[src/source/axi_pkg.sv]
package axi_pkg;

    // ID bit that tags traffic from master port 1
    localparam int ROUTE_BIT = 1;

    // ****************************************
    // Encodings
    // ****************************************

    typedef enum logic [1:0] {
        BURST_FIXED = 2'b00,
        BURST_INCR  = 2'b01,
        BURST_WRAP  = 2'b10
    } axi_burst_e;

    typedef enum logic [1:0] {
        RESP_OKAY   = 2'b00,
        RESP_EXOKAY = 2'b01,
        RESP_SLVERR = 2'b10,
        RESP_DECERR = 2'b11
    } axi_resp_e;

    // ****************************************
    // Read channels
    // ****************************************

    typedef struct packed {
        logic [3:0]  id;
        logic [31:0] addr;
        logic [3:0]  len;       // Beats minus one
        logic [2:0]  size;      // Log2 of bytes per beat
        axi_burst_e  burst;
        logic [1:0]  lock;
        logic [3:0]  cache;
        logic [2:0]  prot;
    } axi_ar_t;

    typedef struct packed {
        logic [3:0]  id;
        logic [31:0] data;
        axi_resp_e   resp;
        logic        last;
    } axi_r_t;

endpackage

[src/source/axi_rmux.sv]
`timescale 1ns/1ps

module axi_rmux (
    // Master 0 for instruction fetch
    input  axi_pkg::axi_ar_t ar_0,
    input  logic             arvalid_0,
    output logic             arready_0,
    output axi_pkg::axi_r_t  r_0,
    output logic             rvalid_0,
    input  logic             rready_0,

    // Master 1 for data
    input  axi_pkg::axi_ar_t ar_1,
    input  logic             arvalid_1,
    output logic             arready_1,
    output axi_pkg::axi_r_t  r_1,
    output logic             rvalid_1,
    input  logic             rready_1,

    // Slave side
    output axi_pkg::axi_ar_t ar,
    output logic             arvalid,
    input  logic             arready,
    input  axi_pkg::axi_r_t  r,
    input  logic             rvalid,
    output logic             rready
);

    axi_pkg::axi_ar_t ar_1_tagged;
    axi_pkg::axi_r_t  r_ret;
    logic             to_port_1;

    // ****************************************
    // Address channel
    // ****************************************

    always_comb begin
        ar_1_tagged = ar_1;
        ar_1_tagged.id[axi_pkg::ROUTE_BIT] = 1'b1;    // Mark for the return path
    end

    // Port 0 wins whenever it requests
    assign ar        = arvalid_0 ? ar_0 : ar_1_tagged;
    assign arvalid   = arvalid_0 | arvalid_1;
    assign arready_0 = arready;
    assign arready_1 = arready & ~arvalid_0;         // Only when port 1 is the one forwarded

    // ****************************************
    // Read data channel
    // ****************************************

    assign to_port_1 = r.id[axi_pkg::ROUTE_BIT];

    always_comb begin
        r_ret = r;
        r_ret.id[axi_pkg::ROUTE_BIT] = 1'b0;
    end

    assign r_0 = r_ret;
    assign r_1 = r_ret;

    assign rvalid_0 = rvalid & ~to_port_1;
    assign rvalid_1 = rvalid & to_port_1;
    assign rready   = to_port_1 ? rready_1 : rready_0;

endmodule

[config.mk]
export PLATFORM = sky130hd
export DESIGN_NAME = axi_rmux
export DESIGN_NICKNAME = d
export VERILOG_FILES = /design/src/source/axi_pkg.sv /design/src/source/axi_rmux.sv
export SDC_FILE = /design/constraint.sdc
export NUM_CORES = 1
export LEC_CHECK = 0
export BUFFER_PORTS_ARGS = -buffer_cell sky130_fd_sc_hd__buf_2
export CORE_AREA = 2 2 112 114
export DETAILED_ROUTE_END_ITERATION = 12
export DIE_AREA = 0 0 114 116
export GPL_TIMING_DRIVEN = 0
export PLACE_DENSITY_LB_ADDON = 0.05
export SLEW_MARGIN = 20
export SYNTH_ARGS = -nofsm -noshare
export SYNTH_HDL_FRONTEND = slang
export SYNTH_SLANG_ARGS = --single-unit
[constraint.sdc]
create_clock -name vclk -period 1.1
set_input_delay 0.055 -clock vclk [all_inputs]
set_output_delay 0.055 -clock vclk [all_outputs]
set_load 0.03 [all_outputs]
; ---- Word level (Yosys, flattened, before mapping)
; Index checks and enable logic that the tools add are counted.
[totals]
mem_count = 0
output_inout_bits = 138
latchBits = 0
in_bits = 153
regBits = 0
word_cells = 8
mem_bits_ro = 0
ramBits = 0
[classes]
n_lt_le_gt_ge = 0
mul = 0
bitwise_logic = 6
n_addsub = 0
n_shift = 0
n_div = 0
n_reduce_logical = 0
n_eq_ne = 0
mux = 2
[op_table]
columns = op, count
row1 = $mux W54, 1
row2 = $and A1 B1 Y1, 3
row3 = $not A1 Y1, 2
row4 = $mux W1, 1
row5 = $or A1 B1 Y1, 1

; ---- Logic depth before layout (Yosys ltp)
[logic_depth]
depth_word = 2
depth_mapped = 3
ltp_nobuf = 1

; ---- Worst setup path before layout
; OpenSTA, ideal clock, no wires.
[synth_timing]
path_kind = input port to output port
start = in arvalid_0
end = out arready_1
t_arrival_ns = 0.769
slack_ns = 0.276
required_ns = 1.045
cell_stages = 3
cell_sequence = buf_6 > buf_6 > nor2b_1
[synth_between]
elab_chain_len = 2
[synth_rtl]
columns = element, line
row1 = "start, declared", axi_rmux.sv:6  ; input logic arvalid_0,
row2 = $not A1 Y1, axi_rmux.sv:46  ; assign arready_1 = arready & ~arvalid_0;
row3 = $and A1 B1 Y1, axi_rmux.sv:46
row4 = "end, declared", axi_rmux.sv:15  ; output logic arready_1,
; No other way between the ends.

==> results.md <==
- Outcome: finished, final reports clean
- DRT iter0 DRCs: 20
- CP Capture Type: output pin
- Hold_ws: around 360 ps
- Dpl hpwl: approximately 6.7 mm
- Synth area leader: buf_4
- Die width: 114 um
- Post-Layout Inst Area: 2870 um2
- Sequential share of the synthesized area: 0%
- Yosys cell types: 10
- Mapped Cells: 145
- Synth top area cells: buf_4 41%, mux2_4 39%, mux2_2 13%
- CP Launch Type: input pin
- Top Family by Delay on Critical Path: buffers and inverters
- GPL Wtd Cong: between 0.7 and 0.8
- Die Y: 116 um
- Flop pwr share: 0%
- PD cells: 591 nW/um2
- Switching Power: about 0.95 mW
- Mapped Area: 1440 um2
- Nets: 550
- Clock Power Share: 0%
- Largest net degree at the start of global routing: 11
- CP max-delay cell: mux2_4
- CP Buf/Inv Count: 3
- Post-synth top area share: 41.3%
- Setup bufs post-CTS: 0
- Post-Route Setup TNS: 0 ps
- Final Hold Viols: 0
- Synth warnings: 0
- Critical path's largest stage delay: between 300 and 400 ps
- IO buf count: 249
- First-pass GRT wire length: 8.83 mm
- DRT Pass-1 Iters: 3
- Final std cells w/o fill: roughly 540
- Seq cells: 0
- Sw Share: 56.0%
- Core Region: 11900 um2
- WP data required: 1040 ps
- ANT cells: 0
- Num ports: 291
- Total power: 1.69 mW
- Placed cells: 542
- Core Util, Final: 24.1%
- Crit-path cells: buf_6 -> buf_6 -> mux2_4 -> buf_2
- Internal Power: 0.746 mW
- FF+latch area: 0 um2
- Total gr overflow: 0
- Global-route usage over all layers: 8.59%
- Initial Util: 12.1%
- FP Rows: 40
- Crit Path Category: input pin to output pin
- Final period util: 85.7%
- Final WS setup: 157 ps
- Via Count: 1856
- Share of cells above drive strength 1: 98.2%
- Crit path DAT: 890 ps
- Initial antenna violation count: 0
- DR vias/cell: 3.42
- Die area: approximately 13000 um2
- Clock Buffer Count: 0
- CP max FO: 10
- Vias in the first global route: 1723
- F_max: 1060 MHz
- DRT antenna net count: 0
- Post-CTS Resized: 0
- Drt wl/cell: 13.0 um
- Avg Inst Size Synth: 9.91 um2
- RSZ-0062 raised after global routing: false
- Placed inst area: approximately 2900 um2
- Peak supply drop: 0.217 mV
- Routed WL: 7.05 mm
- Slew Viols, Final: 0
- Most frequent cells in the layout: 250 x buf_2, 79 x buf_4, 37 x mux2_4
- Commonest non-fill, non-tap cell in the layout: buf_2
- Max-cap violations: 0
- CP most frequent cell: buf_6
- Layout area overhead: 99.8%
- Setup violators final: 0
- Logic pwr share: 100.0%
- HP Class: input pin to output pin
- # DRC: 0
- Leak: ~1.8 nW
- CTS Hold Buffers Added: 0
- Post-layout min period: about 940 ps
- Dpl ws: 137 ps
cell usage after synthesis:
| library cell | n |
|---|---|
| nand2b_1 | 1 |
| conb_1 | 1 |
| buf_4 | 79 |
| mux2_2 | 17 |
| and2_1 | 1 |
| buf_2 | 1 |
| mux2_4 | 37 |
| nor2b_1 | 2 |
| buf_6 | 5 |
| or2_1 | 1 |
power by group through the flow:
stage               clock [mW]  sequential (mW)  combinational (mW)
floorplan                    0                0                1.20
global placement             0                0                1.73
detailed placement           0                0                1.72
CTS                          0                0                1.72
global route                 0                0                1.78
finish                       0                0                1.69
worst paths after layout:
kind                   from  endpoint  slack (ps)  cells after the start
setup / recovery  arvalid_0    ar[15]         160                      4
hold / removal        r[21]   r_0[21]         360                      2
logic make-up after synthesis:
kind of cell  synth area share (%)
mux                           52.0
buf+inv                       45.6
simple gates                  2.18
other cells                  0.261
layout make-up:
class	count	area [um2]
Tap cell	147	184
Buffer	85	654
Timing Repair Buffer	249	1250
Fill cell	1357	9040
Multi-Input combinational cell	61	786
per-layer routing:
layer	up-vias	global-route usage, %	routed length [um]
met5	-	0	0
met4	0	0.325	27
met3	2	2.77	890
met2	155	20.1	4250
met1	797	6.89	1890
li1	902	-	-
Note: power is estimated with default switching activity, not from simulation.
