### src/source/axi_pkg.sv
package axi_pkg;

    // ID bit that tags traffic from master port 1
    localparam int ROUTE_BIT = 1;

    // ****************************************
    // Encodings
    // ****************************************

    typedef enum logic [1:0] {
        BURST_FIXED = 2'b00,
        BURST_INCR  = 2'b01,
        BURST_WRAP  = 2'b10
    } axi_burst_e;

    typedef enum logic [1:0] {
        RESP_OKAY   = 2'b00,
        RESP_EXOKAY = 2'b01,
        RESP_SLVERR = 2'b10,
        RESP_DECERR = 2'b11
    } axi_resp_e;

    // ****************************************
    // Read channels
    // ****************************************

    typedef struct packed {
        logic [3:0]  id;
        logic [31:0] addr;
        logic [3:0]  len;       // Beats minus one
        logic [2:0]  size;      // Log2 of bytes per beat
        axi_burst_e  burst;
        logic [1:0]  lock;
        logic [3:0]  cache;
        logic [2:0]  prot;
    } axi_ar_t;

    typedef struct packed {
        logic [3:0]  id;
        logic [31:0] data;
        axi_resp_e   resp;
        logic        last;
    } axi_r_t;

endpackage

### src/source/mem_pkg.sv
package mem_pkg;

    // One RAM word as wide as the AXI data bus
    typedef logic [31:0] word_t;

    // Full AXI byte address
    typedef logic [31:0] byte_addr_t;

    // Read slave states
    typedef enum logic [1:0] {
        ST_IDLE = 2'd0,     // Ready for a new request
        ST_READ = 2'd1,     // RAM read in flight
        ST_BEAT = 2'd2      // Beat on the R channel
    } rd_state_e;

endpackage

### src/source/axi_burst_rd.sv
`timescale 1ns/1ps

module axi_burst_rd #(
    parameter int ADDR_WIDTH = 8
) (
    input  logic                  aclk,
    input  logic                  reset,

    // Read address channel
    input  axi_pkg::axi_ar_t      ar,
    input  logic                  arvalid,
    output logic                  arready,

    // Read data channel
    output axi_pkg::axi_r_t       r,
    output logic                  rvalid,
    input  logic                  rready,

    // RAM read port
    output logic [ADDR_WIDTH-1:0] ram_addr,
    input  mem_pkg::word_t        ram_rdata
);

    mem_pkg::rd_state_e  state;

    // Latched request
    logic [3:0]          id_q;
    logic [3:0]          len_q;
    logic [2:0]          size_q;
    axi_pkg::axi_burst_e burst_q;

    mem_pkg::byte_addr_t beat_addr;
    mem_pkg::byte_addr_t next_addr;
    mem_pkg::byte_addr_t beat_bytes;
    mem_pkg::byte_addr_t wrap_mask;
    logic [3:0]          beat_cnt;
    logic                last_beat;
    logic                in_range;
    logic                accept_ar;
    logic                accept_r;

    assign accept_ar = (state == mem_pkg::ST_IDLE) && arvalid;
    assign accept_r  = (state == mem_pkg::ST_BEAT) && rready;
    assign last_beat = beat_cnt == len_q;

    // ****************************************
    // Beat address generation
    // ****************************************

    assign beat_bytes = 32'd1 << size_q;

    // Window of (len+1) beats is a power of two for legal WRAP lengths
    assign wrap_mask = (({28'd0, len_q} + 32'd1) << size_q) - 32'd1;

    always_comb begin
        case (burst_q)
            axi_pkg::BURST_FIXED: next_addr = beat_addr;
            axi_pkg::BURST_WRAP: begin
                next_addr = (beat_addr & ~wrap_mask) | ((beat_addr + beat_bytes) & wrap_mask);
            end
            default: next_addr = beat_addr + beat_bytes;    // INCR and the reserved code
        endcase
    end

    // Word index must fit the RAM
    assign in_range = (beat_addr >> (ADDR_WIDTH + 2)) == '0;
    assign ram_addr = beat_addr[ADDR_WIDTH+1:2];

    // ****************************************
    // Control FSM
    // ****************************************

    always_ff @(posedge aclk) begin
        if (reset) begin
            state    <= mem_pkg::ST_IDLE;
            beat_cnt <= '0;
        end else begin
            case (state)
                mem_pkg::ST_IDLE: begin
                    if (arvalid) begin
                        state    <= mem_pkg::ST_READ;
                        beat_cnt <= '0;
                    end
                end
                mem_pkg::ST_READ: state <= mem_pkg::ST_BEAT;   // RAM registers the word
                mem_pkg::ST_BEAT: begin
                    if (rready) begin
                        if (last_beat) begin
                            state <= mem_pkg::ST_IDLE;
                        end else begin
                            state    <= mem_pkg::ST_READ;
                            beat_cnt <= beat_cnt + 4'd1;
                        end
                    end
                end
                default: state <= mem_pkg::ST_IDLE;
            endcase
        end
    end

    // Request fields and the running address
    always_ff @(posedge aclk) begin
        if (accept_ar) begin
            id_q      <= ar.id;
            len_q     <= ar.len;
            size_q    <= ar.size;
            burst_q   <= ar.burst;
            beat_addr <= ar.addr;
        end else if (accept_r && !last_beat) begin
            beat_addr <= next_addr;
        end
    end

    // ****************************************
    // Channel outputs
    // ****************************************

    assign arready = state == mem_pkg::ST_IDLE;
    assign rvalid  = state == mem_pkg::ST_BEAT;

    always_comb begin
        r.id   = id_q;
        r.data = in_range ? ram_rdata : '0;
        r.resp = in_range ? axi_pkg::RESP_OKAY : axi_pkg::RESP_SLVERR;
        r.last = last_beat;
    end

endmodule

### config.mk
export PLATFORM = sky130hd
export DESIGN_NAME = axi_burst_rd
export DESIGN_NICKNAME = d
export VERILOG_FILES = /design/src/source/axi_pkg.sv /design/src/source/mem_pkg.sv /design/src/source/axi_burst_rd.sv
export SDC_FILE = /design/constraint.sdc
export NUM_CORES = 1
export LEC_CHECK = 0
export BUFFER_PORTS_ARGS = -buffer_cell sky130_fd_sc_hd__buf_4
export CORE_UTILIZATION = 52
export DETAILED_ROUTE_END_ITERATION = 6
export GPL_TIMING_DRIVEN = 0
export PLACE_DENSITY = 0.94
export RECOVER_POWER = 25
export SLEW_MARGIN = 10
export SYNTH_ARGS = -nofsm -noshare
export SYNTH_HDL_FRONTEND = slang
export SYNTH_SLANG_ARGS = --single-unit
### constraint.sdc
create_clock -name aclk -period 3.7 [get_ports aclk]
set_input_delay 0.37 -clock aclk [delete_from_list [all_inputs] [get_ports aclk]]
set_output_delay 0.37 -clock aclk [all_outputs]
set_load 0.01 [all_outputs]
After elaboration in Yosys (flattened, before gate mapping) --
Cells that the tools add are included. W data, S select, Z words.
Word-level totals: bits in registers 51, input bits 90, output and inout bits 49
Operators by class: $add $sub $neg 4, eq/ne operators 8, shift operators 2, multiplexer cells 13, bitwise gates (word level) 4, reduce and logical (&&, ||, !) cells 12
Operators by type and width (count):
- $mux W32 | 3
- $and A32 B32 Y32 | 2
- $pmux W32 S2 | 1
- $add A32 B32 Y32 | 1
- $logic_not A32 Y1 | 1
- $not A32 Y32 | 1
- $or A32 B32 Y32 | 1
- $shl A1 B3 Y32 const A | 1
- $shl A5 B3 Y32 | 1
- $sub A32 B1 Y32 const B | 1
- $mux W4 | 3
- $pmux W4 S2 | 1
- $mux W2 | 3
- $ne A2 B2 Y1 const B | 3
- $pmux W2 S3 | 1
- $add A4 B1 Y5 const B | 1
- $add A4 B1 Y4 const B | 1
- $eq A2 B2 Y1 const B | 2
- $eq A4 B4 Y1 | 1
- $logic_not A2 Y1 | 2
- $reduce_and A2 Y1 | 2
- $reduce_and A4 Y1 | 1
- $reduce_bool A2 Y1 | 2
- $logic_and A1 B1 Y1 | 3
- other kinds (4) | 4

Depth between registers and ports, before layout --
depth after elaboration 9, mapped depth 14, gate-level depth less buffers 11

Worst setup path after synthesis --
OpenSTA, ideal clock, no wires.
kind reg-to-reg, start register size_q[2], end register (tool-made name), setup time 281 ps, arrival 2753 ps, data required time 3419 ps, setup slack 666 ps, cell stages (with the launch flop) 15, buffers on the path 3, clock period less this slack 3034 ps, path through edfxtp_1 clkbuf_1 buf_1 clkbuf_1 nor3_1 ha_1 inv_1 fa_1 nor2b_1 o21a_1 o21ai_0 a21oi_1 nand4_1 xor2_1 a211oi_2
RTL lines:
- start, declared | RTL line axi_burst_rd.sv:29 | logic [2:0] size_q;
- start signal, assigned | RTL line axi_burst_rd.sv:106 | size_q <= ar.size;

==> impl_metrics.toml <==
[power_and_ir_drop]
power_leakage_nw = 2.265
p_int_w = 0.001261
p_seq_share_pct = 41.6
comb_power_share_pct = 32.3
power_density_nw_per_um2 = 344.8
p_switching_w = 0.0006099
p_clk_share_pct = 26.0
switching_share_pct = 32.59
ir_drop_v = 0.0002174

[critical_path]
crit_path_frequent_cell = "nor2_1"
r2r_start = "size_q[2]"
max_stage_delay_ps = 560
cp-start-kind = "register"
crit_path_end_kind = "register"
path_class = "register to register"
rrSetupSlack_ps = 290
cp.required_ps = 3740
startpoint = "size_q[2]"
path_buf_inv = 3
worstPathArrival_ps = 3450
cp_max_fo = 10
crit_path_cell_trace = "buf_2, clkbuf_2, nor2_1, nand2_1, inv_1, ha_1, a21oi_1, nand4b_1, and4_1, nor2_1, nand4_1, xor2_1, a211oi_2"
crit_family = "simple AND/OR/NAND/NOR gates"
crit_slowest_cell = "edfxtp_1"

[placed_design]
dpl_worst_slack_ps = -49.80
gp_congestion = 0.9644
io_buffer_count = 128
dp_cells = 724
dpl.hpwl_mm = 10.08

[cts]
htreeDepth = 2
cts_made_buffers = 5
clk-insertion-delay-late_ps = 310
clkSinkCount = 51
path_clk_slew_ps = 100
cts_tree = "built"
clockBufferDepth = 2
cts_hold_buf = 0
cts-root-buf = "clkbuf_8"

[routing]
vias = 4300
wl_per_cell_um = 17.34
wirelength_mm = 12.69
post-route-drc-count = 0
via_per_inst = 5.874
final_antenna_net_count = 0
drt-initial-drc-count = 288
drt-pass1-iter-count = 5

[floorplan]
core-area_um2 = 7767
fp.dieArea_um2 = 8456
row_count = 32
io_pins = 139
die_h_um = 91.96
initial_core_util_pct = 54.17
die_width_um = 91.96

[global_routing]
grt_pass1_wl_mm = 20.07
grt_pass1_vias = 4175
grt_usage_pct = 30.34
overflow = 0
grt_max_degree = 23
antenna_found_initial = 0

[timing]
hold_viol = 0
final.min_clock_period_ps = 3412
drv_slew = 0
rsz0062_at_grt = "no"
timing.setup.tns_ps = 0
whs_ps = 250.1
finClkSkew_ps = 7.531
fin_ws_ps = 287.9
slew_headroom_pct = 28.29
fin_crit_sh_pct = 92.22
worst_slew_pin_slew_ps = 1076
setup_viol = 0
max_freq_mhz = 293.1

[final_layout]
final_cell_mix = "112 x buf_4, 74 x nor2_1, 45 x edfxtp_1, 41 x nand2_1, 36 x and2_1"
drive_above_1_share_pct = 26.98
fin_cells = 732
antenna_cells = 0
finalNetCount = 732
syn2layout_area_growth_pct = 28.99
final_common_cell = "buf_4"

[synth]
synth_top_area_share_pct = 32.11
ys_types = 63
syn_area_um2 = 4208
synth_nets = 597
ys.flop_type = "edfxtp_1"
synth_top_area_cell = "edfxtp_1"
synth_area_leaders = "edfxtp_1 32%, nor2_1 6.7%, and2_1 5.4%, xor2_1 4.8%, xnor2_1 3.7%"
synth_edf_count = 45
async_flop_share_pct = 0
syn_inst = 494
synth_seq_cells = 51
syn_area_per_cell_um2 = 8.518
ys_seq_area_share_pct = 34.97
ys_warn_count = 0

[outcome]
status = "complete, no violations"

[worst_hold_path]
hold_class = "primary input to register"
hold_path.startpoint = "ar[52]"

[flow_run]
cap_violations = 0
path summary, 6_finish.rpt:
kind | cells past startpoint | end
worst max-delay path | 13 | register
worst min-delay path | 1 | id_q[2]
worst min register to register | 2 | state[1]
worst max register to register | 13 | register
metrics by stage:
| step | total power, W | utilization [%] | instance area [um^2] |
|---|---|---|---|
| global placement | 0.001360 | 68.19 | 5296 |
| CTS | 0.001856 | 70.01 | 5438 |
| floorplan | 0.001170 | - | 4208 |
| finish | 0.001871 | 69.88 | 5428 |
| detailed placement | 0.001382 | 68.19 | 5296 |
| global route | 0.001950 | 69.88 | 5428 |
layer usage:
metal	routed length (um)	vias to the layer above	global-route usage (%)
met4	409	0	11.85
met3	1084	42	5.058
met1	4997	1975	35.75
met2	6201	252	54.73
li1	-	2031	-
met5	0	-	0
repair_timing:
action,CTS,global route
resized for setup,1,7
buffers inserted,0,1
cloned,0,0
pin swaps,0,1
endpoints found under the setup margin,5,25
power groups by stage:
stage / sequential [W] / clock (W) / combinational, W
global route: 0.000787 / 0.000503 / 0.000660
finish: 0.000779 / 0.000487 / 0.000605
detailed placement: 0.000788 / 0 / 0.000594
global placement: 0.000785 / 0 / 0.000574
CTS: 0.000775 / 0.000481 / 0.000600
floorplan: 0.000768 / 0 / 0.000402
layout make-up:
| class | instances | area, um^2 |
|---|---|---|
| sequential | 51 | 1471 |
| clock buffer | 5 | 68.82 |
| inverter | 11 | 41.29 |
| multi-input combinational | 396 | 2510 |
| timing repair buffer | 129 | 942.2 |
| fill | 628 | 2340 |
| buffer | 35 | 195.2 |
| tap | 102 | 127.6 |
| clock inverter | 3 | 71.32 |
worst reg2reg max path, cell delays in order, from the launching register on:
cell and delay, ps:
edfxtp_1 560, buf_2 280, clkbuf_2 250, nor2_1 130, nand2_1 160, inv_1 60
ha_1 270, a21oi_1 80, nand4b_1 240, and4_1 290, nor2_1 290, nand4_1 200
xor2_1 230, a211oi_2 100
synthesized netlist by cell type (2+ instances only):
library cell  count
dfxtp_1           6
o2bb2ai_1         3
or2_2             3
buf_1             2
mux2i_1           4
a31o_1            2
a21o_1            6
a221oi_1          2
a21oi_1          30
nand4b_1          2
a211oi_1         12
edfxtp_1         45
a31oi_1           3
nor2_1           75
ha_1             12
o21ai_1           2
o21ai_0          12
clkbuf_1         16
nor4_1            5
buf_6             2
nand3_1          10
inv_1            10
and2_1           36
nor3_1           13
xor2_1           23
a211o_1           2
nand3b_1          2
xnor2_1          18
nand2b_1         10
nand2_1          41
o31ai_1           3
buf_4            11
nor2b_1           7
and4_1            2
buf_2             5
nand4_1          13
and3_1            7
o21a_1            3
a211oi_2         10
cell families (layout without fill, tap and decap cells):
| group | count (synthesis) | count (layout) | synth area share, % |
|---|---|---|---|
| simple gates | 233 | 233 | 27.80 |
| compound gates | 104 | 104 | 17.93 |
| flops | 51 | 51 | 34.97 |
| buf+inv | 47 | 183 | 5.679 |
| xor+xnor | 41 | 41 | 8.534 |
| fa+ha+maj | 13 | 13 | 4.044 |
| mux | 4 | 4 | 0.9516 |
| other cells | 1 | 1 | 0.08912 |
No activity file was read; power rests on OpenSTA's default activity.
